--- config.mk ---
export PLATFORM = sky130hd
export DESIGN_NAME = result_arbiter
export DESIGN_NICKNAME = d
export VERILOG_FILES = /design/src/logic/freq_meter_pkg.sv /design/src/logic/result_arbiter.sv
export SDC_FILE = /design/constraint.sdc
export NUM_CORES = 1
export LEC_CHECK = 0
export ABC_CLOCK_PERIOD_IN_PS = 3150
export BUFFER_PORTS_ARGS = -buffer_cell sky130_fd_sc_hd__buf_2
export CORE_ASPECT_RATIO = 2
export CORE_MARGIN = 2
export CORE_UTILIZATION = 39
export CTS_BUF_LIST = sky130_fd_sc_hd__clkbuf_8
export DETAILED_ROUTE_END_ITERATION = 16
export PLACE_DENSITY = 0.78
export SLEW_MARGIN = 20
export SYNTH_ARGS = -nofsm -noshare
export SYNTH_HDL_FRONTEND = slang
export SYNTH_SLANG_ARGS = --single-unit
--- constraint.sdc ---
create_clock -name pll_clk -period 3.15 [get_ports pll_clk]
set_clock_uncertainty 0.2 [all_clocks]
set_input_delay 0.315 -clock pll_clk [delete_from_list [all_inputs] [get_ports pll_clk]]
set_output_delay 0.315 -clock pll_clk [all_outputs]
set_load 0.005 [all_outputs]
--- src/logic/freq_meter_pkg.sv ---
// freq meter package
// shared sizes and the result record for the two-channel
// frequency and duty-cycle meter

package freq_meter_pkg;

    // number of measured square-wave inputs
    localparam int num_channels  = 2;

    // period and high accumulators
    localparam int cnt_width     = 32;   // wraps modulo 2^32

    // periods-per-window setting
    localparam int n_width       = 16;

    // channel tag carried in each result
    localparam int chan_id_width = 1;

    // one finished measurement window, 81 bits
    typedef struct packed {
        logic [chan_id_width-1:0] chan_id;        // source channel
        logic [n_width-1:0]       periods;        // periods in window, 0 already mapped to 1
        logic [cnt_width-1:0]     period_cycles;  // pll_clk cycles edge to edge
        logic [cnt_width-1:0]     high_cycles;    // cycles with input high
    } meas_result_t;

endpackage

--- src/logic/result_arbiter.sv ---
// result arbiter
// round-robin merge of the channel results into a one-entry
// output register driving the single result stream
module result_arbiter (
    input  logic                                                 pll_clk,
    input  logic                                                 sys_rst_n,
    input  freq_meter_pkg::meas_result_t [freq_meter_pkg::num_channels-1:0] req_res,
    input  logic [freq_meter_pkg::num_channels-1:0]             req_valid,
    output logic [freq_meter_pkg::num_channels-1:0]             req_ready,
    output freq_meter_pkg::meas_result_t                        res,
    output logic                                                 res_valid,
    input  logic                                                 res_ready
);
    import freq_meter_pkg::*;

    logic [chan_id_width-1:0] ptr;       // channel with top priority
    logic [chan_id_width-1:0] gnt_idx;
    logic [num_channels-1:0]  grant;
    logic                     slot_free; // register empty or draining

    assign slot_free = !res_valid || res_ready;

    // a channel is ready when no channel ahead of it in rotation is valid
    // its own valid is never looked at
    always_comb begin
        int  dist_i;
        int  dist_k;
        logic blocked;
        req_ready = '0;
        for (int i = 0; i < num_channels; i++) begin
            blocked = 1'b0;
            dist_i  = (i - int'(ptr) + num_channels) % num_channels;
            for (int k = 0; k < num_channels; k++) begin
                dist_k = (k - int'(ptr) + num_channels) % num_channels;
                if (k != i && dist_k < dist_i && req_valid[k]) begin
                    blocked = 1'b1;   // someone ahead wants the slot
                end
            end
            req_ready[i] = slot_free && !blocked;
        end
    end

    assign grant = req_ready & req_valid;   // one-hot or zero

    // index of the granted channel
    always_comb begin
        gnt_idx = '0;
        for (int i = 0; i < num_channels; i++) begin
            if (grant[i]) begin
                gnt_idx = chan_id_width'(i);
            end
        end
    end

    // valid flag and priority pointer
    always_ff @(posedge pll_clk or negedge sys_rst_n) begin
        if (!sys_rst_n) begin
            res_valid <= 1'b0;
            ptr       <= '0;            // channel 0 first
        end else begin
            if (slot_free) begin
                res_valid <= |grant;
            end
            if (|grant) begin
                // move past the winner
                if (int'(gnt_idx) == num_channels - 1) begin
                    ptr <= '0;
                end else begin
                    ptr <= gnt_idx + 1'b1;
                end
            end
        end
    end

    // output payload
    always_ff @(posedge pll_clk) begin
        if (|grant) begin
            res <= req_res[gnt_idx];
        end
    end

endmodule

Yosys cells after proc, flatten, opt, wreduce, memory -nomap -nowiden
Cells that the tools add are included.
{"block": "word_totals", "out_inout_bits": 84, "input_bits": 167, "reg_bits": 83}
{"block": "classes", "n_reduce_logical": 9, "muxes": 6, "bitwise": 3, "n_lt_le_gt_ge": 3, "n_addsub": 5}
{"op": "81-bit 2-to-1 mux", "count": 2}
{"op": "2-bit by 3-bit adder with 4-bit output (second input constant)", "count": 2}
{"op": "1-bit logical AND", "count": 4}
{"op": "2-bit < comparator", "count": 2}
{"op": "1-bit 2-to-1 mux", "count": 4}
{"op": "1-bit by 1-bit subtractor with 2-bit output (first input constant)", "count": 2}
{"op": "1-bit zero test", "count": 3}
{"op": "1-bit bitwise AND", "count": 2}
{"op": "2-bit bitwise AND", "count": 1}
{"op": "1-bit by 2-bit < comparator with 1-bit output (second input constant)", "count": 1}
{"op": "2-bit OR reduction", "count": 1}
{"op": "1-bit adder (second input constant)", "count": 1}
{"op": "1-bit logical OR", "count": 1}

Longest topological paths before layout
Gate-level depths: netlist of the first run.
{"block": "logic_depth", "ltp_word": 12, "depth_mapped": 4, "depth_no_buf": 3}

Worst setup path after synthesis of the first run
OpenSTA, ideal clock, no wires.
{"block": "synth_path", "kind": "reg2reg", "startpoint": "register res_valid", "endpoint": "register res[0] in the netlist's numbering, enable pin", "arrival_ns": 2.410, "t_required_ns": 2.505, "path_buffers": 0, "setup_slack_ns": 0.095, "path_stages_with_launch": 3, "synth_period_minus_slack_ns": 3.055, "cell_sequence": "dfrtp_1 nand2b_1 o21a_1"}
{"block": "synth_between", "elab_chain_len": 5, "elab_cells_between_ends": 6, "cone_classes": "bitwise (1); reduce/logical (5)"}
{"item": "from (decl)", "line": "result_arbiter.sv:11", "rtl": "output logic res_valid,"}
{"item": "from (signal assigned)", "line": "result_arbiter.sv:62", "rtl": "res_valid <= |grant;"}
{"item": "1-bit zero test *", "line": "result_arbiter.sv:21", "rtl": "assign slot_free = !res_valid || res_ready;"}
{"item": "1-bit logical OR *", "line": "result_arbiter.sv:21"}
{"item": "1-bit logical AND", "line": "result_arbiter.sv:39", "rtl": "req_ready[i] = slot_free && !blocked;"}
{"item": "2-bit bitwise AND *", "line": "result_arbiter.sv:43", "rtl": "assign grant = req_ready & req_valid;"}
{"item": "2-bit OR reduction *", "line": "result_arbiter.sv:77", "rtl": "if (|grant) begin"}
{"item": "to (signal assigned)", "line": "result_arbiter.sv:78", "rtl": "res <= req_res[gnt_idx];"}
{"item": "to (decl)", "line": "result_arbiter.sv:10", "rtl": "output freq_meter_pkg::meas_result_t res,"}
Mark *: on every way between the ends. The rest lies on a longest branch, timed or not.
A chain may end at the register's enable or synchronous reset.

Final worst setup path of the first run
{"block": "layout_path", "startpoint": "register ptr", "endpoint": "register res[68] in the netlist's numbering, data pin"}
{"block": "layout_between", "elab_chain_len": 12, "elab_cells_between_ends": 15, "cone_classes": "add/sub (4); order compare (1); mux (4); bitwise (3); reduce/logical (3)"}
{"item": "from (decl)", "line": "result_arbiter.sv:16", "rtl": "logic [chan_id_width-1:0] ptr;"}
{"item": "from (signal assigned)", "line": "result_arbiter.sv:69", "rtl": "ptr <= gnt_idx + 1'b1;"}
{"item": "1-bit by 1-bit subtractor with 2-bit output (on tied branches)"}
{"item": "2-bit by 3-bit adder with 4-bit output (on tied branches)"}
{"item": "1-bit bitwise AND (no source line)"}
{"item": "2-bit < comparator *", "line": "result_arbiter.sv:35", "rtl": "if (k != i && dist_k < dist_i && req_valid[k]) begin"}
{"item": "1-bit logical AND *", "line": "result_arbiter.sv:35"}
{"item": "1-bit 2-to-1 mux *", "line": "result_arbiter.sv:35"}
{"item": "1-bit zero test *", "line": "result_arbiter.sv:39"}
{"item": "1-bit logical AND *", "line": "result_arbiter.sv:39"}
{"item": "2-bit bitwise AND *", "line": "result_arbiter.sv:43"}
{"item": "1-bit 2-to-1 mux *", "line": "result_arbiter.sv:49", "rtl": "if (grant[i]) begin"}
{"item": "81-bit 2-to-1 mux (not written as such) * (2 in a row)", "line": "result_arbiter.sv:78"}
Mark *: on every way between the ends. The rest lies on a longest branch, timed or not. The select of a mux whose other input is x is not followed.

==> results.md, run 1 <==
* Initial antenna violation count at 0
* Leading area contributor after synthesis: edfxtp_1
* Run status: complete, no violations
* Synth top area cells: edfxtp_1 63%, mux2_4 31%, buf_6 2.3%
* Total Routing Usage GR at 16.0%
* Die width at 74.3 um
* Via count at 2621
* Clock transition at path regs at 0.09 ns
* Area Overhead vs Synth at 41.9%
* Vias in the first global route at 2676
* Post-synth top area share at 63.2%
* DRT Pass-1 Iters at 4
* Die Span Y at 145 um
* FMAX at 498 MHz
* DR WL/cell at 15.9 um
* Post-Synthesis Net Count at 348
* Fin. max-slew vios at 0
* Antenna diodes at 0
* Max Cap Viol at 0
* Post-route ant nets at 0
* Fin Setup TNS at 0 ns
* Post-synthesis area per instance at 21.3 um^2
* Post-route insts no fill at 574
* TritonCTS Sinks at 83
* CTS tree: done
* H-tree Lvls at 3
* RSZ-0062 raised after global routing: no
* Post-synth ARST share at 2.41%
* Synth Register Bits at 83
* Starting Density at 39.7%
* CTS Buf Count at 9
* Via density at 4.57
* CP Launch Type: register
* Final GP Congestion at 0.811
* Cell Area, Synth at 3850 um^2
* Min Tclk post-route at 2.01 ns
* Slew headroom at 61.4%
* Placed cell count at 559
* Pin count of the biggest net entering global routing at 43
* Leak pwr at 2.67 nW
* Synthesized instance count at 181
* Multi-input logic area at 1290 um^2
* Number of buffers added on ports at 250
* Final Hold Fails at 0
* Global-route wire length before repair at 12700 um
* Fin nets at 606
* Number of synthesized flops with an enable pin at 81
* Min-delay worst type: primary input to register
* Area of the die at 10700 um^2
* Register area at 2480 um^2
* Top-count cell post-synth: edfxtp_1
* Max Root-Sink Buffers at 2
* Drt drc at 0
* Post-synth top flop: edfxtp_1
* Core ar. at 9700 um^2
* Share of layout cells above drive strength 1 at 79.4%
* Worst Tran Pin Value at 0.579 ns
* Top post-synthesis cells by count: 81 x edfxtp_1, 79 x mux2_4, 8 x buf_6
* YS warnings at 0
* Finish-stage setup viols at 0
* Critical path arrival at 1.89 ns
* Rows at 51
* Root cell of the clock tree: clkbuf_8
* Global route overflow at 0
* Critical-path maximum fanout at 17
* DRT Wirelength at 9150 um
* Worst Path Required at 3.04 ns
* IR drop worst, VDD at 0.000274 V
* CP Class: register to register
* CP Capture Type: register
* Distinct cell type count after synthesis at 13
* Fillcell total at 820
* Seq/Total Area, Yosys at 64.5%
* PwrDens at 486 nW/um^2
* Dpl hpwl at 7190 um
* Io pins at 251
* Fin crit share at 63.8%
* Worst-skew pair later-pin latency at 0.33 ns
* Initial DRC count at 66
-- state kept, by name, summed over array words and instances (netlist names) --
signal	count
res	81
ptr	1
res_valid	1
-- cell families after synthesis --
kind of cell / after synthesis / share of synthesized area, %
mux: 81 / 31.4
compound gates: 3 / 0.552
simple gates: 6 / 1.27
buf+inv: 8 / 2.34
flops: 83 / 64.5
-- power by group --
part	internal, W	switching [W]
Sequential	0.00133	0.0000221
Combinational	0.000303	0.000194
Clock	0.000436	0.000366
-- path summary, 6_finish.rpt --
check,cells after the start,start,to,slack [ns]
max,4,ptr,res[68],1.14
min,2,req_res[4],res[4],0.06
max reg2reg,4,ptr,res[68],1.14
min reg2reg,1,ptr,ptr,0.34
max in group asynchronous,2,sys_rst_n,ptr,2.57
min in group asynchronous,2,sys_rst_n,res_valid,0.08
-- through the flow --
stage                     total power, W  setup WS (ns)  instance area [um^2]  hold WS (ns)  utilization, %
after global placement           0.00186           1.10                  5250        -0.100            54.2
after global routing             0.00277           1.05                  5470        0.0313            56.4
final                            0.00265           1.14                  5470        0.0642            56.4
after floorplan                  0.00166         0.0946                  3850        -0.181               -
after detailed placement         0.00188           1.06                  5250       -0.0966            54.2
after CTS                        0.00270           1.12                  5470        0.0280            56.4
-- metal layers --
layer	GRT usage, %	routed length (um)	part of all wire [%]	up-vias
met3	4.18	582	6.4	19
met5	0	0	0	-
met1	17.0	3170	35	1250
met2	28.4	5130	56	131
li1	-	-	-	1221
met4	7.71	270	3.0	0
-- cell type report --
class                      count  area share, %
multi-input combinational     90           23.5
tap                          132           3.02
clock inverter                 5           1.46
timing repair buffer         255           24.3
sequential                    83           45.4
clock buffer                   9           2.27
-- worst max-delay path, stage by stage (launching register included) --
cell and delay [ns]:
dfrtp_1 0.39, nand2b_1 0.19, nand3_4 0.26, buf_4 0.37, mux2_4 0.33
-- timing repair --
item	4_1_cts	5_1_grt
hold buffers	1	0
endpoints found under the hold margin	2	0
resized for setup	0	0
setup buffers	0	0
-- cells in the final DEF (no fill, tap or decap) --
cell,synthesis,final
buf_2,0,250
edfxtp_1,81,81
mux2_4,79,79
clkbuf_8,0,9
buf_12,0,3
nand2b_1,2,2
mux2_2,2,2
clkinvlp_4,0,2
bufinv_16,0,2
dfrtp_1,2,2
and2_1,1,1
nand3_4,1,1
nor2b_1,1,1
a21oi_1,1,1
o21a_4,0,1
a22o_1,1,1
or3_1,1,1
clkinv_2,0,1
dlygate4sd3_1,0,1
buf_4,0,1
No activity file was read; power rests on OpenSTA's default activity.
==> inputs of run 2 (changes only) <==
--- a/config.mk
+++ b/config.mk
@@ -5,7 +5,7 @@
 export SDC_FILE = /design/constraint.sdc
 export NUM_CORES = 1
 export LEC_CHECK = 0
-export ABC_CLOCK_PERIOD_IN_PS = 3150
+export ABC_CLOCK_PERIOD_IN_PS = 1800
 export BUFFER_PORTS_ARGS = -buffer_cell sky130_fd_sc_hd__buf_2
 export CORE_ASPECT_RATIO = 2
 export CORE_MARGIN = 2
==> constraint.sdc (replaced) <==
create_clock -name pll_clk -period 1.8 [get_ports pll_clk]
set_clock_uncertainty 0.2 [all_clocks]
set_input_delay 0.18 -clock pll_clk [delete_from_list [all_inputs] [get_ports pll_clk]]
set_output_delay 0.18 -clock pll_clk [all_outputs]
set_load 0.005 [all_outputs]
==> results.md, run 2 <==
* Final GP Congestion at 0.778 (was 0.811)
* Max Root-Sink Buffers at 2 (unchanged)
* Number of buffers added on ports at 250 (unchanged)
* Die width at 74.3 um (unchanged)
* Dpl hpwl at 7550 um (was 7190 um)
* Post-Synthesis Net Count at 348 (unchanged)
* Starting Density at 39.7% (unchanged)
* Distinct cell type count after synthesis at 13 (unchanged)
* CTS Buf Count at 9 (unchanged)
* Synth top area cells: edfxtp_1 63%, mux2_4 31%, buf_6 2.3% (unchanged)
* Post-synthesis area per instance at 21.3 um^2 (unchanged)
* Run Error: [ERROR RSZ-0060] Max buffer count reached.
* Rows at 51 (unchanged)
* Io pins at 251 (unchanged)
* Top post-synthesis cells by count: 81 x edfxtp_1, 79 x mux2_4, 8 x buf_6 (unchanged)
* Synth Register Bits at 83 (unchanged)
* Synthesized instance count at 181 (unchanged)
* Post-CTS Hold Buffers at 116 (was 1)
* Run status: stopped before the end (was complete, no violations)
* H-tree Lvls at 3 (unchanged)
* Die Span Y at 145 um (unchanged)
* YS warnings at 0 (unchanged)
* Leading area contributor after synthesis: edfxtp_1 (unchanged)
* TritonCTS Sinks at 83 (unchanged)
* Setup repair bufs after CTS at 0 (unchanged)
* Root cell of the clock tree: clkbuf_8 (unchanged)
* Post-synth top area share at 63.2% (unchanged)
* Top-count cell post-synth: edfxtp_1 (unchanged)
* Seq/Total Area, Yosys at 64.5% (unchanged)
* Post-synth top flop: edfxtp_1 (unchanged)
* Number of synthesized flops with an enable pin at 81 (unchanged)
* Stop stage: clock tree synthesis (4_1_cts)
* Cell Area, Synth at 3850 um^2 (unchanged)
* Post-CTS sizing at 0 (unchanged)
* Post-synth ARST share at 2.41% (unchanged)
## run 2: cell counts after synthesis
No cell type changed its count.
## run 2: stage by stage
stage | instance area (um^2) | setup TNS [ns] | hold slack [ns] | instances | setup WS (ns)
3_5_place_dp | 5300 | 0 | -0.228 | 562 | 0.0109
2_1_floorplan | 3860 | -1.14 | -0.316 | 181 | -0.0140
3_3_place_gp | 5300 | 0 | -0.235 | 562 | 0.0299
## run 2: cells by family after synthesis
logic type             count (synthesis)  share of synthesized area (%)
buffers and inverters                  8                           2.34
multiplexers                          81                           31.4
AND/OR/NAND/NOR                        6                           1.27
AO/OA/AOI/OAI                          3                          0.552
flip-flops                            83                           64.5
==> inputs of run 3 (changes only) <==
==> config.mk (replaced) <==
export PLATFORM = sky130hd
export DESIGN_NAME = result_arbiter
export DESIGN_NICKNAME = d
export VERILOG_FILES = /design/src/logic/freq_meter_pkg.sv /design/src/logic/result_arbiter.sv
export SDC_FILE = /design/constraint.sdc
export NUM_CORES = 1
export LEC_CHECK = 0
export ABC_CLOCK_PERIOD_IN_PS = 2300
export BUFFER_PORTS_ARGS = -buffer_cell sky130_fd_sc_hd__buf_2
export CORE_MARGIN = 2
export CORE_UTILIZATION = 25
export DETAILED_ROUTE_END_ITERATION = 16
export PLACE_DENSITY_LB_ADDON = 0.15
export SLEW_MARGIN = 20
export SYNTH_ARGS = -nofsm -noshare
export SYNTH_HDL_FRONTEND = slang
export SYNTH_SLANG_ARGS = --single-unit
==> constraint.sdc (replaced) <==
create_clock -name pll_clk -period 2.3 [get_ports pll_clk]
set_clock_uncertainty 0.2 [all_clocks]
set_input_delay 0.23 -clock pll_clk [delete_from_list [all_inputs] [get_ports pll_clk]]
set_output_delay 0.23 -clock pll_clk [all_outputs]
set_load 0.005 [all_outputs]
==> results.md, run 3 <==
* Run status: stopped before the end (unchanged)
* Stop stage: clock tree synthesis (4_1_cts) (unchanged)
* Run Error: [ERROR RSZ-0060] Max buffer count reached. (unchanged)
* Post-synthesis area per instance at 21.3 um^2 (unchanged)
* Top-count cell post-synth: edfxtp_1 (unchanged)
* Number of synthesized flops with an enable pin at 81 (unchanged)
* Post-Synthesis Net Count at 348 (unchanged)
* Setup repair bufs after CTS at 0 (unchanged)
* Number of buffers added on ports at 250 (unchanged)
* Die width at 128 um (was 74.3 um)
* Synth Register Bits at 83 (unchanged)
* H-tree Lvls at 3 (unchanged)
* Dpl hpwl at 6950 um (was 7550 um)
* Die Span Y at 128 um (was 145 um)
* Rows at 45 (was 51)
* Post-place instance area at 5360 um^2 (was 5300 um^2)
* Post-CTS Hold Buffers at 127 (was 116)
* Starting Density at 25.4% (was 39.7%)
* YS warnings at 0 (unchanged)
* Root cell of the clock tree: clkbuf_16 (was clkbuf_8)
* Post-synth ARST share at 2.41% (unchanged)
* Io pins at 251 (unchanged)
* CTS Buf Count at 9 (unchanged)
* Placed cell count at 616 (was 562)
* Post-CTS sizing at 0 (unchanged)
* Synth top area cells: edfxtp_1 63%, mux2_4 31%, buf_6 2.3% (unchanged)
* Max Root-Sink Buffers at 2 (unchanged)
* Post-synth top area share at 63.2% (unchanged)
* Post-synth top flop: edfxtp_1 (unchanged)
* Leading area contributor after synthesis: edfxtp_1 (unchanged)
* Top post-synthesis cells by count: 81 x edfxtp_1, 79 x mux2_4, 8 x buf_6 (unchanged)
* Distinct cell type count after synthesis at 13 (unchanged)
* Synthesized instance count at 181 (unchanged)
* TritonCTS Sinks at 83 (unchanged)
* Final GP Congestion at 0.695 (was 0.778)
* Cell Area, Synth at 3850 um^2 (unchanged)
* Seq/Total Area, Yosys at 64.5% (unchanged)
-- run 3: logic make-up after synthesis --
kind of cell           Yosys count  share of synthesized area (%)
DFF                             83                           64.5
muxes                           81                           31.4
buffers and inverters            8                           2.34
and+or+nand+nor                  6                           1.27
AOI/OAI and AO/OA                3                          0.552
-- run 3: per-stage QoR --
step                hold slack, ns  worst slack [ns]  utilization [%]
floorplan                   -0.266            0.0662                -
global placement            -0.185             0.463             35.4
detailed placement          -0.182             0.437             35.4
