--- config.mk ---
export PLATFORM = sky130hd
export DESIGN_NAME = period_channel
export DESIGN_NICKNAME = d
export VERILOG_FILES = /design/src/logic/freq_meter_pkg.sv /design/src/logic/period_channel.sv
export SDC_FILE = /design/constraint.sdc
export NUM_CORES = 1
export LEC_CHECK = 0
export CORE_ASPECT_RATIO = 0.9
export CORE_MARGIN = 3
export CORE_UTILIZATION = 63
export DETAILED_ROUTE_END_ITERATION = 6
export DONT_BUFFER_PORTS = 1
export MAX_ROUTING_LAYER = met4
export PLACE_DENSITY = 0.89
export SETUP_SLACK_MARGIN = 0.02
export SLEW_MARGIN = 20
export SYNTH_ARGS = -nofsm -noshare
export SYNTH_HDL_FRONTEND = slang
export SYNTH_SLANG_ARGS = --single-unit
--- constraint.sdc ---
create_clock -name pll_clk -period 11.9 [get_ports pll_clk]
set_input_delay 1.19 -clock pll_clk [delete_from_list [all_inputs] [get_ports pll_clk]]
set_output_delay 1.19 -clock pll_clk [all_outputs]
set_load 0.05 [all_outputs]
--- src/logic/freq_meter_pkg.sv ---
// freq meter package
// shared sizes and the result record for the two-channel
// frequency and duty-cycle meter

package freq_meter_pkg;

    // number of measured square-wave inputs
    localparam int num_channels  = 2;

    // period and high accumulators
    localparam int cnt_width     = 32;   // wraps modulo 2^32

    // periods-per-window setting
    localparam int n_width       = 16;

    // channel tag carried in each result
    localparam int chan_id_width = 1;

    // one finished measurement window, 81 bits
    typedef struct packed {
        logic [chan_id_width-1:0] chan_id;        // source channel
        logic [n_width-1:0]       periods;        // periods in window, 0 already mapped to 1
        logic [cnt_width-1:0]     period_cycles;  // pll_clk cycles edge to edge
        logic [cnt_width-1:0]     high_cycles;    // cycles with input high
    } meas_result_t;

endpackage

--- src/logic/period_channel.sv ---
// period channel
// synchronises one square wave, finds rising edges and counts
// pll_clk cycles over a window of cycles_n periods,
// then offers the result on a valid/ready link
module period_channel #(
    parameter int chan_index = 0
) (
    input  logic                               pll_clk,
    input  logic                               sys_rst_n,
    input  logic                               wave,
    input  logic [freq_meter_pkg::n_width-1:0] cycles_n,
    output freq_meter_pkg::meas_result_t       res,
    output logic                               res_valid,
    input  logic                               res_ready
);
    import freq_meter_pkg::*;

    typedef enum logic [1:0] {
        st_arm,     // waiting for first rising edge
        st_count,   // window running
        st_hold     // result stalled, edges ignored
    } state_t;

    state_t               state;

    logic                 wave_ff1;     // synchroniser stage 1
    logic                 wave_ff2;     // synchronised level
    logic                 wave_dly;     // delayed copy for edge detect
    logic                 rise;

    logic [n_width-1:0]   n_eff;        // cycles_n with 0 mapped to 1
    logic [n_width-1:0]   n_used;       // sampled at window start
    logic [n_width-1:0]   edges_left;   // rising edges still to see
    logic [cnt_width-1:0] period_cnt;
    logic [cnt_width-1:0] high_cnt;
    logic                 close_win;

    // two-flop synchroniser plus one delayed copy
    always_ff @(posedge pll_clk or negedge sys_rst_n) begin
        if (!sys_rst_n) begin
            wave_ff1 <= 1'b0;
            wave_ff2 <= 1'b0;
            wave_dly <= 1'b0;
        end else begin
            wave_ff1 <= wave;
            wave_ff2 <= wave_ff1;
            wave_dly <= wave_ff2;
        end
    end

    assign rise  = wave_ff2 & ~wave_dly;
    assign n_eff = (cycles_n == '0) ? n_width'(1) : cycles_n;

    // last edge of the window, only while nothing is stalled
    assign close_win = (state == st_count) && rise && (edges_left == n_width'(1))
                       && !(res_valid && !res_ready);

    // control and counters
    always_ff @(posedge pll_clk or negedge sys_rst_n) begin
        if (!sys_rst_n) begin
            state      <= st_arm;
            res_valid  <= 1'b0;
            n_used     <= '0;
            edges_left <= '0;
            period_cnt <= '0;
            high_cnt   <= '0;
        end else begin
            if (res_valid && res_ready) begin
                res_valid <= 1'b0;   // handed over
            end
            case (state)
                st_arm: begin
                    if (rise) begin
                        state      <= st_count;
                        n_used     <= n_eff;
                        edges_left <= n_eff;
                        period_cnt <= cnt_width'(1);  // edge cycle counts
                        high_cnt   <= cnt_width'(1);  // level is high on a rise
                    end
                end
                st_count: begin
                    if (res_valid && !res_ready) begin
                        // last result not taken, drop the running window
                        state <= st_hold;
                    end else if (close_win) begin
                        res_valid  <= 1'b1;
                        n_used     <= n_eff;          // closing edge opens next window
                        edges_left <= n_eff;
                        period_cnt <= cnt_width'(1);
                        high_cnt   <= cnt_width'(1);
                    end else begin
                        period_cnt <= period_cnt + 1'b1;
                        high_cnt   <= high_cnt + cnt_width'(wave_ff2);
                        if (rise) begin
                            edges_left <= edges_left - 1'b1;
                        end
                    end
                end
                st_hold: begin
                    if (res_ready) begin
                        state <= st_arm;   // re-arm after acceptance
                    end
                end
                default: state <= st_arm;
            endcase
        end
    end

    // result payload, loaded when a window closes
    always_ff @(posedge pll_clk) begin
        if (close_win) begin
            res.chan_id       <= chan_id_width'(chan_index);
            res.periods       <= n_used;
            res.period_cycles <= period_cnt;   // start edge up to closing edge
            res.high_cycles   <= high_cnt;
        end
    end

endmodule

=== Word-level counts from Yosys, hierarchy flattened ===
Cells that the tools add are included.

* Register bits after elaboration: 182

* Mux-type cells: 24
* Add/sub/neg operators: 3
* Eq/ne operators: 9
* Bitwise gates (word level): 2
* Reductions and logical operators: 14

{| class="wikitable"
|+ Operators with widths
! operator !! count
|-
| two-way mux 32 bit || 5
|-
| one-hot mux 32 bit (2 select lines) || 2
|-
| two-way mux 16 bit || 7
|-
| one-hot mux 16 bit (2 select lines) || 2
|-
| adder 32 x 1 -> 32 bit || 1
|-
| adder 32 x 1 -> 32 bit (second input constant) || 1
|-
| == test 16 x 1 -> 1 bit (second input constant) || 1
|-
| zero test 16 bit || 1
|-
| subtractor 16 x 1 -> 16 bit (second input constant) || 1
|-
| != test 2 bit (second input constant) || 4
|-
| AND reduction 4 bit || 2
|-
| two-way mux 2 bit || 3
|-
| one-hot mux 2 bit (3 select lines) || 1
|-
| AND reduction 3 bit || 2
|-
| logical AND 1 bit || 5
|-
| two-way mux 1 bit || 4
|-
| != test 3 bit (second input constant) || 1
|-
| == test 2 x 1 -> 1 bit (second input constant) || 1
|-
| == test 2 bit (second input constant) || 1
|-
| zero test 1 bit || 2
|-
| zero test 2 bit || 1
|-
| != test 2 x 1 -> 1 bit (second input constant) || 1
|-
| nonzero test 2 bit || 1
|-
| AND 1 bit || 1
|-
| NOT 1 bit || 1
|}

=== Longest topological paths before layout ===
Gate-level depths: netlist of run 1.

* Depth in word-level cells: 8
* Mapped depth: 8
* Gate-level depth less buffers: 7

=== Worst setup path before layout of run 1 ===
Ideal clock, no wire load.

* Path kind: input to register
* Start point: input port res_ready
* End point: register res_valid
* Cell stages on the path: 4
* Path buffers: 0
* Arrival time: 10.882 ns
* Slack: 0.901 ns
* Setup time: 0.116 ns
* Data required time: 11.784 ns
* Cells stage by stage: nor2b_1 > or4b_1 > nor4b_1 > or2_2

* Longest elaborated chain between the ends: 7

{| class="wikitable"
|+ Ends and longest elaborated chain
! what !! RTL line !! RTL
|-
| start: declaration || period_channel.sv:14 || <nowiki>input logic res_ready</nowiki>
|-
| zero test 1 bit || period_channel.sv:56 || <nowiki>&& !(res_valid && !res_ready);</nowiki>
|-
| logical AND 1 bit || period_channel.sv:56 ||
|-
| zero test 1 bit || period_channel.sv:56 ||
|-
| logical AND 1 bit || period_channel.sv:56 ||
|-
| net close_win || period_channel.sv:36 || <nowiki>logic close_win;</nowiki>
|-
| two-way mux 1 bit || period_channel.sv:85 || <nowiki>end else if (close_win) begin</nowiki>
|-
| two-way mux 1 bit || period_channel.sv:82 || <nowiki>if (res_valid && !res_ready) begin</nowiki>
|-
| two-way mux 1 bit || period_channel.sv:71 || <nowiki>case (state)</nowiki>
|-
| end signal: assignment || period_channel.sv:62 || <nowiki>res_valid <= 1'b0;</nowiki>
|-
| end signal: assignment || period_channel.sv:69 || <nowiki>res_valid <= 1'b0;</nowiki>
|-
| end signal: assignment || period_channel.sv:86 || <nowiki>res_valid <= 1'b1;</nowiki>
|-
| end: declaration || period_channel.sv:13 || <nowiki>output logic res_valid,</nowiki>
|}

The timed path passes the listed nets, and every way through them passes these cells.
A chain may end at the register's enable or synchronous reset.

=== Final worst setup path of run 1 ===
* Start point: register edges_left[6]
* End point: register res[11] in the netlist's numbering, enable pin

* Longest elaborated chain between the ends: 3

{| class="wikitable"
|+ Ends and longest elaborated chain
! what !! RTL line !! RTL
|-
| start: declaration || period_channel.sv:33 || <nowiki>logic [n_width-1:0] edges_left;</nowiki>
|-
| start signal: assignment || period_channel.sv:76 || <nowiki>edges_left <= n_eff;</nowiki>
|-
| start signal: assignment || period_channel.sv:88 || <nowiki>edges_left <= n_eff;</nowiki>
|-
| start signal: assignment || period_channel.sv:95 || <nowiki>edges_left <= edges_left - 1'b1;</nowiki>
|-
| == test 16 x 1 -> 1 bit || period_channel.sv:55 || <nowiki>assign close_win = (state == st_count) && rise && (edges_left == n_width'(1))</nowiki>
|-
| logical AND 1 bit || period_channel.sv:55 ||
|-
| logical AND 1 bit || period_channel.sv:56 ||
|-
| net close_win || period_channel.sv:36 ||
|-
| end: declaration || period_channel.sv:12 || <nowiki>output freq_meter_pkg::meas_result_t res,</nowiki>
|}

The timed path passes the listed nets, and every way through them passes these cells.

==> impl_metrics.py, run 1 <==
metrics = {
    "status": {
        "status": "finished clean",
    },
    "cells_and_area": {
        "synthToLayoutAreaGrowth_pct": 9.07,
        "fin_cells": 794,
        "antenna_cells": 0,
        "layout.nets": 650,
        "drive_gt1_frac": 0.0893,
    },
    "logic_synthesis": {
        "synthSimpleGateAreaFrac": 0.171,
        "synthCells": 626,
        "synth.largest_area_cell": "dfrtp_1",
        "synth_area_per_cell_um2": 12.2,
        "synth_top_family_by_area": "simple AND/OR/NAND/NOR gates",
        "synth.distinct_cells": 53,
        "seq_area_frac_synth": 0.647,
        "synthXorXnorAreaFrac": 0.0286,
        "synth_edf_count": 80,
        "yosys_register_bits": 182,
        "synth-async-reset-ratio": 0.560,
        "synth_fa_ha_area_frac": 0.00817,
        "syn-num-nets": 651,
        "netlist_top_cells_area": "dfrtp_1 33%, edfxtp_1 31%, nor2_1 2.5%, a21oi_1 2.0%, o21ai_0 1.9%",
        "yosysWarningCount": 0,
        "synth_area_mm2": 0.00766,
        "synth_top_area_frac": 0.333,
        "yosys-mux-area-fraction": 0.0229,
        "ys.flop_type": "dfrtp_1",
        "synth_compound_area_frac": 0.0985,
    },
    "cts": {
        "cts_buffers": 17,
        "clk_latency_ns": 0.43,
        "cts_tree": "yes",
        "root_buffer": "clkbuf_16",
        "clk_pin_slew_ns": 0.06,
        "ctsHoldBuffers": 0,
        "clock_sinks": 182,
        "h-tree-depth": 4,
        "ctsResizeCount": 0,
        "cts_max_path_buffers": 2,
        "postCtsSetupRepairBufs": 0,
    },
    "route": {
        "viasPerCell": 6.44,
        "highest_layer": "met4",
        "drt-total-wl_mm": 16.0,
        "drc": 0,
        "wl_met1_mm": 6.69,
        "drtIter0Drc": 455,
        "firstDrtPassIters": 5,
        "wl_met3_mm": 1.11,
        "wl_per_cell_um": 20.1,
        "wl_met2_mm": 7.84,
        "vias": 5115,
        "postRouteAntennaNets": 0,
    },
    "floorplan": {
        "boundaryPins": 102,
        "dieArea_mm2": 0.0135,
        "core_mm2": 0.0117,
        "die_h_um": 111,
        "start_util": 0.656,
        "num_rows": 37,
        "die_w_um": 122,
    },
    "timing": {
        "tightest_slew_ns": 1.09,
        "hold_viol_final": 0,
        "min_period_ns": 3.65,
        "setup_tns_ns": 0,
        "fin_skew_ns": 0.00822,
        "setup_slack_ns": 8.25,
        "setup_violations": 0,
        "fmax_ghz": 0.274,
        "rsz0062_at_grt": "false",
        "maxSlewHeadroom": 0.275,
        "slew_violations": 0,
        "finalCritPeriodShare": 0.306,
    },
    "setup_path": {
        "regToRegStartpoint": "edges_left[6]$_DFFE_PN0P_",
        "crit_required_ns": 11.95,
        "crit_type": "reg2reg",
        "reg2regPathDepth": 4,
        "worstPathArrival_ns": 3.70,
        "reg2reg_to": "res[11]$_DFFE_PP_",
        "worst_setup_path_end_kind": "flop",
        "cp-start-kind": "flop",
        "crit_fanout": 72,
        "regToRegSetupSlack_ns": 8.25,
    },
    "global_routing": {
        "grt_pass1_wl_mm": 26.2,
        "gr-total-overflow": 0,
        "grt_max_degree": 103,
        "grt_pass1_vias": 5173,
        "grtUsageTotal": 0.256,
        "antenna_found_initial": 0,
    },
    "worst_hold_path": {
        "min_to": "wave_ff2$_DFF_PN0_",
        "hp-class": "reg2reg",
        "hp-start": "wave_ff1$_DFF_PN0_",
        "min_path_cells": 0,
    },
    "placement": {
        "io_buffers": 0,
        "dp.cells": 761,
        "gp_congestion": 0.861,
        "place_ws_ns": 7.90,
        "place_hpwl_mm": 10.3,
    },
    "power_and_ir_drop": {
        "ir_drop_mv": 0.122,
        "finalPower_mw": 1.48,
        "powerDensity_mw_per_mm2": 177,
        "p_leak_nw": 3.29,
    },
    "run": {
        "cap_viol_max_count": 0,
    },
}
synth_stat cells (4+ instances only):
master	n
and2_1	9
xor2_1	10
or3_1	19
mux2i_1	4
a221o_1	10
buf_2	10
a22o_1	11
or4_1	8
nor4_1	20
dfrtp_1	102
ha_1	5
nor2_1	52
and4_1	4
o31ai_1	6
xnor2_1	15
o21a_1	4
and3_1	11
inv_1	18
nand4_1	19
nor2b_1	6
nand3_1	26
or2_2	5
a211o_1	4
nand2_1	32
nor3_1	15
edfxtp_1	80
mux2_2	9
clkbuf_1	13
a21o_1	8
a21oi_1	31
o21ai_0	29
kinds of logic (layout without fill, tap and decap cells):
logic type / after synthesis / after routing
simple gates: 239 / 239
fa+ha+maj: 5 / 5
flops: 182 / 182
xor+xnor: 25 / 25
mux: 16 / 16
compound gates: 114 / 114
other cells: 1 / 1
buf+inv: 44 / 56
stage by stage:
stage | utilization | instance area, µm² | hold WS (ns)
2_1_floorplan | - | 7660 | 0.331
3_3_place_gp | 0.668 | 7790 | 0.333
3_5_place_dp | 0.668 | 7790 | 0.344
4_1_cts | 0.714 | 8320 | 0.361
5_1_grt | 0.716 | 8350 | 0.377
6_report | 0.716 | 8350 | 0.358
worst max path at each step:
| stage | startpoint | to | slack (ns) | cells past startpoint |
|---|---|---|---|---|
| floorplan | res_ready | res_valid$_DFF_PN0_ | 0.90 | 4 |
| global placement | res_ready | res[57]$_DFFE_PP_ | 8.04 | 4 |
| detailed placement | res_ready | res[50]$_DFFE_PP_ | 7.90 | 4 |
| CTS | edges_left[6]$_DFFE_PN0P_ | res[13]$_DFFE_PP_ | 8.20 | 4 |
| global route | edges_left[6]$_DFFE_PN0P_ | res[10]$_DFFE_PP_ | 7.93 | 4 |
| finish | edges_left[6]$_DFFE_PN0P_ | res[11]$_DFFE_PP_ | 8.25 | 4 |
placed cells by master (no fill, tap or decap), drive strengths merged, types with 12 or more instances in the layout:
master	n
o21ai	32
dfrtp	102
nor3	15
inv	18
nor4	20
a21oi	32
clkbuf	23
edfxtp	80
or3	19
xnor2	15
mux2	12
nand3	26
nand4	20
nand2	33
nor2	52
layout make-up:
| type | instances | area, µm² |
|---|---|---|
| Timing Repair Buffer | 6 | 65.1 |
| Inverter | 18 | 67.6 |
| Clock buffer | 23 | 479 |
| Sequential cell | 182 | 4950 |
| Clock inverter | 9 | 51.3 |
| Multi-Input combinational cell | 400 | 2540 |
| Tap cell | 156 | 195 |
| Fill cell | 786 | 3310 |
critical path: stages (launching register included):
cell	delay, ns
dfrtp_1	0.41
nor4_1	0.70
nand4b_2	0.31
nor4b_2	0.95
buf_4	0.87
sequential cells by signal, indices dropped and copies added, names as in the netlist:
name / cells
edges_left: 16
state: 2
wave_dly: 1
period_cnt: 32
high_cnt: 32
res_valid: 1
wave_ff2: 1
wave_ff1: 1
res: 80
n_used: 16
power by group:
part	internal, mW	total (mW)	leakage (nW)	switching (mW)
Combinational	0.0808	0.178	0.890	0.0974
Clock	0.282	0.505	0.255	0.223
Sequential	0.729	0.792	2.15	0.0626
per-layer routing:
metal	global-route usage	up-vias
met5	-	-
met4	0.100	0
met3	0.0722	27
met2	0.382	228
met1	0.337	2532
li1	-	2328
No activity file was read; power rests on OpenSTA's default activity.
==> run 2: changes to the inputs <==
--- a/config.mk
+++ b/config.mk
@@ -7,11 +7,11 @@
 export LEC_CHECK = 0
 export CORE_ASPECT_RATIO = 0.9
 export CORE_MARGIN = 3
-export CORE_UTILIZATION = 63
+export CORE_UTILIZATION = 57
 export DETAILED_ROUTE_END_ITERATION = 6
 export DONT_BUFFER_PORTS = 1
 export MAX_ROUTING_LAYER = met4
-export PLACE_DENSITY = 0.89
+export PLACE_DENSITY = 0.85
 export SETUP_SLACK_MARGIN = 0.02
 export SLEW_MARGIN = 20
 export SYNTH_ARGS = -nofsm -noshare
==> constraint.sdc (replaced) <==
create_clock -name pll_clk -period 3.23 [get_ports pll_clk]
set_input_delay 0.323 -clock pll_clk [delete_from_list [all_inputs] [get_ports pll_clk]]
set_output_delay 0.323 -clock pll_clk [all_outputs]
set_load 0.05 [all_outputs]
==> impl_metrics.py, run 2 (synthesis gave the netlist of run 1 again) <==
metrics = {
    "setup_path": {
        "crit_fanout": 18,
        "reg2regPathDepth": 6,
        "worstPathArrival_ns": 2.93,
        "regToRegStartpoint": "state[1]$_DFFE_PN0P_",
        "crit_start": "state[1]$_DFFE_PN0P_",
        "crit_required_ns": 3.59,
        "cp-start-kind": "flop",
        "worst_setup_path_end_kind": "flop",
        "crit_type": "reg2reg",
    },
    "global_routing": {
        "met1_usage": 0.280,
        "antenna_found_initial": 0,
        "grt_pass1_vias": 4989,
        "grtUsageTotal": 0.230,
        "busiest_layer": "met2",
        "grt_use_met3": 0.0654,
        "grtUsageMet2": 0.360,
        "gr-total-overflow": 0,
        "grt_max_degree": 103,
        "grt_pass1_wl_mm": 25.5,
    },
    "route": {
        "wl_per_cell_um": 19.5,
        "vias": 5191,
        "viasPerCell": 6.41,
        "drt-total-wl_mm": 15.8,
        "drc": 0,
        "postRouteAntennaNets": 0,
        "drtIter0Drc": 544,
        "firstDrtPassIters": 5,
    },
    "timing": {
        "setup_tns_ns": 0,
        "rsz0062_at_grt": "false",
        "finalCritPeriodShare": 0.794,
        "tightest_slew_ns": 0.897,
        "fin_skew_ns": 0.00782,
        "maxSlewHeadroom": 0.400,
        "min_period_ns": 2.57,
        "setup_violations": 0,
        "fmax_ghz": 0.390,
        "final.hold.worst_slack_ns": 0.0326,
        "hold_viol_final": 0,
        "slew_violations": 0,
    },
    "cts": {
        "cts_tree": "yes",
        "cts_buffers": 17,
        "root_buffer": "clkbuf_16",
        "cts_max_path_buffers": 2,
        "postCtsSetupRepairBufs": 0,
        "clock_sinks": 182,
        "clk_pin_slew_ns": 0.06,
        "clk_latency_ns": 0.43,
        "h-tree-depth": 4,
    },
    "cells_and_area": {
        "multi_input_area_mm2": 0.00257,
        "final-seq-area_mm2": 0.00496,
        "antenna_cells": 0,
        "synthToLayoutAreaGrowth_pct": 11.4,
        "final_cell_mix": "101 x dfrtp_1, 80 x edfxtp_1, 51 x nor2_1, 32 x nand2_1, 30 x a21oi_1",
        "layout.nets": 659,
        "final.fill_count": 902,
        "layout_commonest_cell": "dfrtp_1",
        "top_register": "res",
        "largest_registers": "res (80), high_cnt (32), period_cnt (32)",
        "drive_gt1_frac": 0.101,
        "largest_reg_flops": 80,
    },
    "floorplan": {
        "boundaryPins": 102,
        "start_util": 0.592,
        "die_h_um": 116,
        "num_rows": 39,
        "die_w_um": 128,
        "core_mm2": 0.0129,
        "dieArea_mm2": 0.0149,
    },
    "status": {
        "status": "finished clean",
    },
    "worst_hold_path": {
        "min_path_cells": 1,
        "hp-start": "cycles_n[8]",
        "hp-class": "in2reg",
    },
    "placement": {
        "io_buffers": 0,
        "gp_congestion": 0.859,
        "place_hpwl_mm": 10.2,
    },
    "power_and_ir_drop": {
        "p_leak_nw": 3.39,
        "ir_drop_mv": 0.442,
        "powerDensity_mw_per_mm2": 662,
    },
    "run": {
        "cap_viol_max_count": 0,
    },
}
==> run 2: power breakdown <==
part | internal (mW) | switching, mW
logic | 0.304 | 0.389
clock network | 1.21 | 0.821
registers | 2.69 | 0.235
total | 4.20 | 1.45
==> run 2: cell type report <==
class                   count  share of cell area
clock inverters            10              0.0154
well taps                 164              0.0241
repair buffers             15              0.0182
multi-input cells         400               0.302
inverters                  18             0.00792
clock buffers              21              0.0516
flip-flops and latches    182               0.581
==> run 2: worst paths after layout <==
check	end	slack (ns)
max in group asynchronous	res_valid$_DFF_PN0_	2.30
max reg2reg	period_cnt[31]$_DFFE_PN0P_	0.66
min in group asynchronous	n_used[1]$_DFFE_PN0P_	0.42
min reg2reg	wave_ff2$_DFF_PN0_	0.36
max	period_cnt[31]$_DFFE_PN0P_	0.66
min	edges_left[8]$_DFFE_PN0P_	0.03
==> run 2: worst max-delay path, stage by stage (launching register included) <==
cell,delay (ns)
dfrtp_1,0.47
nor4b_1,0.44
a21oi_2,0.04
buf_4,0.21
or4_1,0.66
or4_4,0.53
a21oi_2,0.14
==> run 2: metal layers <==
layer / share of wire / vias to the layer above
met5: 0 / -
met3: 0.072 / 40
met2: 0.49 / 234
met1: 0.41 / 2564
li1: - / 2353
met4: 0.031 / 0
==> run 2: repair_timing <==
action | CTS | global route
gates resized for setup | 0 | 0
hold endpoints to repair | 105 | 0
endpoints found under the setup margin | 0 | 0
hold buffers | 5 | 0
==> run 2: stage by stage <==
step	power, mW	util	area, µm²	instances	setup WS (ns)
after floorplan	3.41	-	7700	626	-1.07
after global placement	3.56	0.610	7890	774	0.794
after detailed placement	3.62	0.610	7890	774	0.683
after CTS	5.67	0.660	8530	810	0.691
after global routing	5.88	0.660	8530	810	0.561
final	5.64	0.660	8530	810	0.664
==> run 3: changes to the inputs <==
==> constraint.sdc (replaced) <==
create_clock -name pll_clk -period 2.17 [get_ports pll_clk]
set_input_delay 0.217 -clock pll_clk [delete_from_list [all_inputs] [get_ports pll_clk]]
set_output_delay 0.217 -clock pll_clk [all_outputs]
set_load 0.05 [all_outputs]
==> impl_metrics.py, run 3 (synthesis gave the netlist of run 1 again) <==
metrics = {
    "status": {
        "status": "complete, but fails checks",
        "violations": "negative hold slack, negative setup slack",
    },
    "setup_path": {
        "crit_end": "res[64]$_DFFE_PP_",
        "crit_fanout": 6,
        "crit_required_ns": 2.33,
        "worst_setup_path_end_kind": "flop",
        "cp-start-kind": "flop",
        "reg2reg_to": "res[64]$_DFFE_PP_",
        "regToRegSetupSlack_ns": -0.03,
        "reg2regPathDepth": 6,
        "crit_type": "reg2reg",
        "regToRegStartpoint": "edges_left[8]$_DFFE_PN0P_",
        "worstPathArrival_ns": 2.36,
        "crit_start": "edges_left[8]$_DFFE_PN0P_",
    },
    "cells_and_area": {
        "layout_commonest_cell": "dfrtp_1",
        "fin_cells": 898,
        "largest_reg_flops": 80,
        "multi_input_area_mm2": 0.00272,
        "top_register": "res",
        "final-seq-area_mm2": 0.00496,
        "drive_gt1_frac": 0.238,
        "synthToLayoutAreaGrowth_pct": 25.1,
        "largest_registers": "res (80), high_cnt (32), period_cnt (32)",
        "layout.nets": 746,
        "final_cell_mix": "98 x dfrtp_1, 80 x edfxtp_1, 64 x buf_4, 50 x nor2_1, 32 x nand2_1",
        "final.fill_count": 755,
        "antenna_cells": 0,
    },
    "cts": {
        "clock_sinks": 182,
        "cts_tree": "yes",
        "root_buffer": "clkbuf_16",
        "cts_buffers": 17,
        "ctsHoldBuffers": 14,
        "h-tree-depth": 4,
        "cts_max_path_buffers": 2,
        "clk_pin_slew_ns": 0.07,
        "clk_latency_ns": 0.44,
    },
    "route": {
        "wl_per_cell_um": 20.9,
        "viasPerCell": 6.43,
        "drc": 0,
        "vias": 5778,
        "drtIter0Drc": 629,
        "firstDrtPassIters": 5,
        "postRouteAntennaNets": 0,
        "drt-total-wl_mm": 18.8,
    },
    "floorplan": {
        "boundaryPins": 102,
        "core_mm2": 0.0129,
        "num_rows": 39,
        "dieArea_mm2": 0.0149,
        "die_w_um": 128,
        "start_util": 0.592,
        "die_h_um": 116,
    },
    "timing": {
        "maxSlewHeadroom": 0.642,
        "fmax_ghz": 0.455,
        "final.hold.worst_slack_ns": -0.529,
        "setup_slack_ns": -0.0301,
        "slew_violations": 0,
        "tightest_slew_ns": 0.533,
        "setup_tns_ns": -0.276,
        "hold_viol_final": 102,
        "rsz0062_at_grt": "true",
        "fin_skew_ns": 0.0114,
        "min_period_ns": 2.20,
        "finalCritPeriodShare": 1.01,
        "setup_violations": 17,
    },
    "placement": {
        "place_hpwl_mm": 11.3,
        "place_ws_ns": -0.0791,
        "gp_congestion": 0.919,
        "dp.cells": 830,
        "io_buffers": 0,
    },
    "global_routing": {
        "grt_pass1_vias": 5554,
        "antenna_found_initial": 0,
        "grt_max_degree": 103,
        "gr-total-overflow": 0,
        "grtUsageTotal": 0.248,
        "grt_pass1_wl_mm": 27.8,
    },
    "power_and_ir_drop": {
        "ir_drop_mv": 0.716,
        "powerDensity_mw_per_mm2": 940,
        "p_leak_nw": 3.69,
    },
    "run": {
        "cap_viol_max_count": 0,
    },
    "worst_hold_path": {
        "hp-class": "in2async",
    },
}
## run 3: per-layer routing
| metal | global-route usage | wire length (µm) | part of all wire |
|---|---|---|---|
| met1 | 0.306 | 7340 | 0.39 |
| met2 | 0.397 | 9370 | 0.50 |
| met3 | 0.0604 | 1560 | 0.083 |
| met4 | 0.101 | 532 | 0.028 |
| met5 | - | 0 | 0 |
## run 3: final cells by class
cell class / instances / share of cell area
flip-flops and latches: 182 / 0.518
multi-input cells: 402 / 0.284
repair buffers: 100 / 0.108
clock buffers: 17 / 0.0444
well taps: 164 / 0.0214
clock inverters: 15 / 0.0172
inverters: 18 / 0.00745
## run 3: through the flow
| stage | total power [mW] | cell area [µm²] | util | hold slack, ns |
|---|---|---|---|---|
| finish | 9.00 | 9580 | 0.741 | -0.529 |
| global route | 9.32 | 9580 | 0.741 | -0.556 |
| CTS | 8.66 | 9170 | 0.709 | -0.545 |
| detailed placement | 5.60 | 8350 | 0.646 | -0.0739 |
| global placement | 5.49 | 8350 | 0.646 | -0.0722 |
| floorplan | 5.09 | 7720 | - | -0.0786 |
## run 3: how the worst min path moves through the flow
stage	start	end	depth (start not counted)
after floorplan	sys_rst_n	edges_left[0]$_DFFE_PN0P_	0
after global placement	sys_rst_n	n_used[13]$_DFFE_PN0P_	0
after detailed placement	sys_rst_n	n_used[14]$_DFFE_PN0P_	0
after CTS	sys_rst_n	period_cnt[3]$_DFFE_PN0P_	0
after global routing	sys_rst_n	edges_left[14]$_DFFE_PN0P_	0
final	sys_rst_n	n_used[12]$_DFFE_PN0P_	0
## run 3: report_power, final
group	internal [mW]	switching, mW	total (mW)
Clock	1.64	1.42	3.06
Sequential	4.00	0.332	4.33
Combinational	0.815	0.796	1.61
Total	6.45	2.55	9.00
## run 3: critical path, stage by stage (launching register included)
cell	delay (ns)
dfrtp_1	0.39
or4_4	0.54
nand4b_4	0.24
nor4b_4	0.26
buf_4	0.18
buf_8	0.14
clkbuf_16	0.15
## run 3: repair_timing
action / CTS / global route
setup buffers: 3 / 9
endpoints found under the hold margin: 125 / 102
resized for setup: 8 / 44
endpoints found under the setup margin: 81 / 151
cloned: 1 / 9
pin swaps: 4 / 24
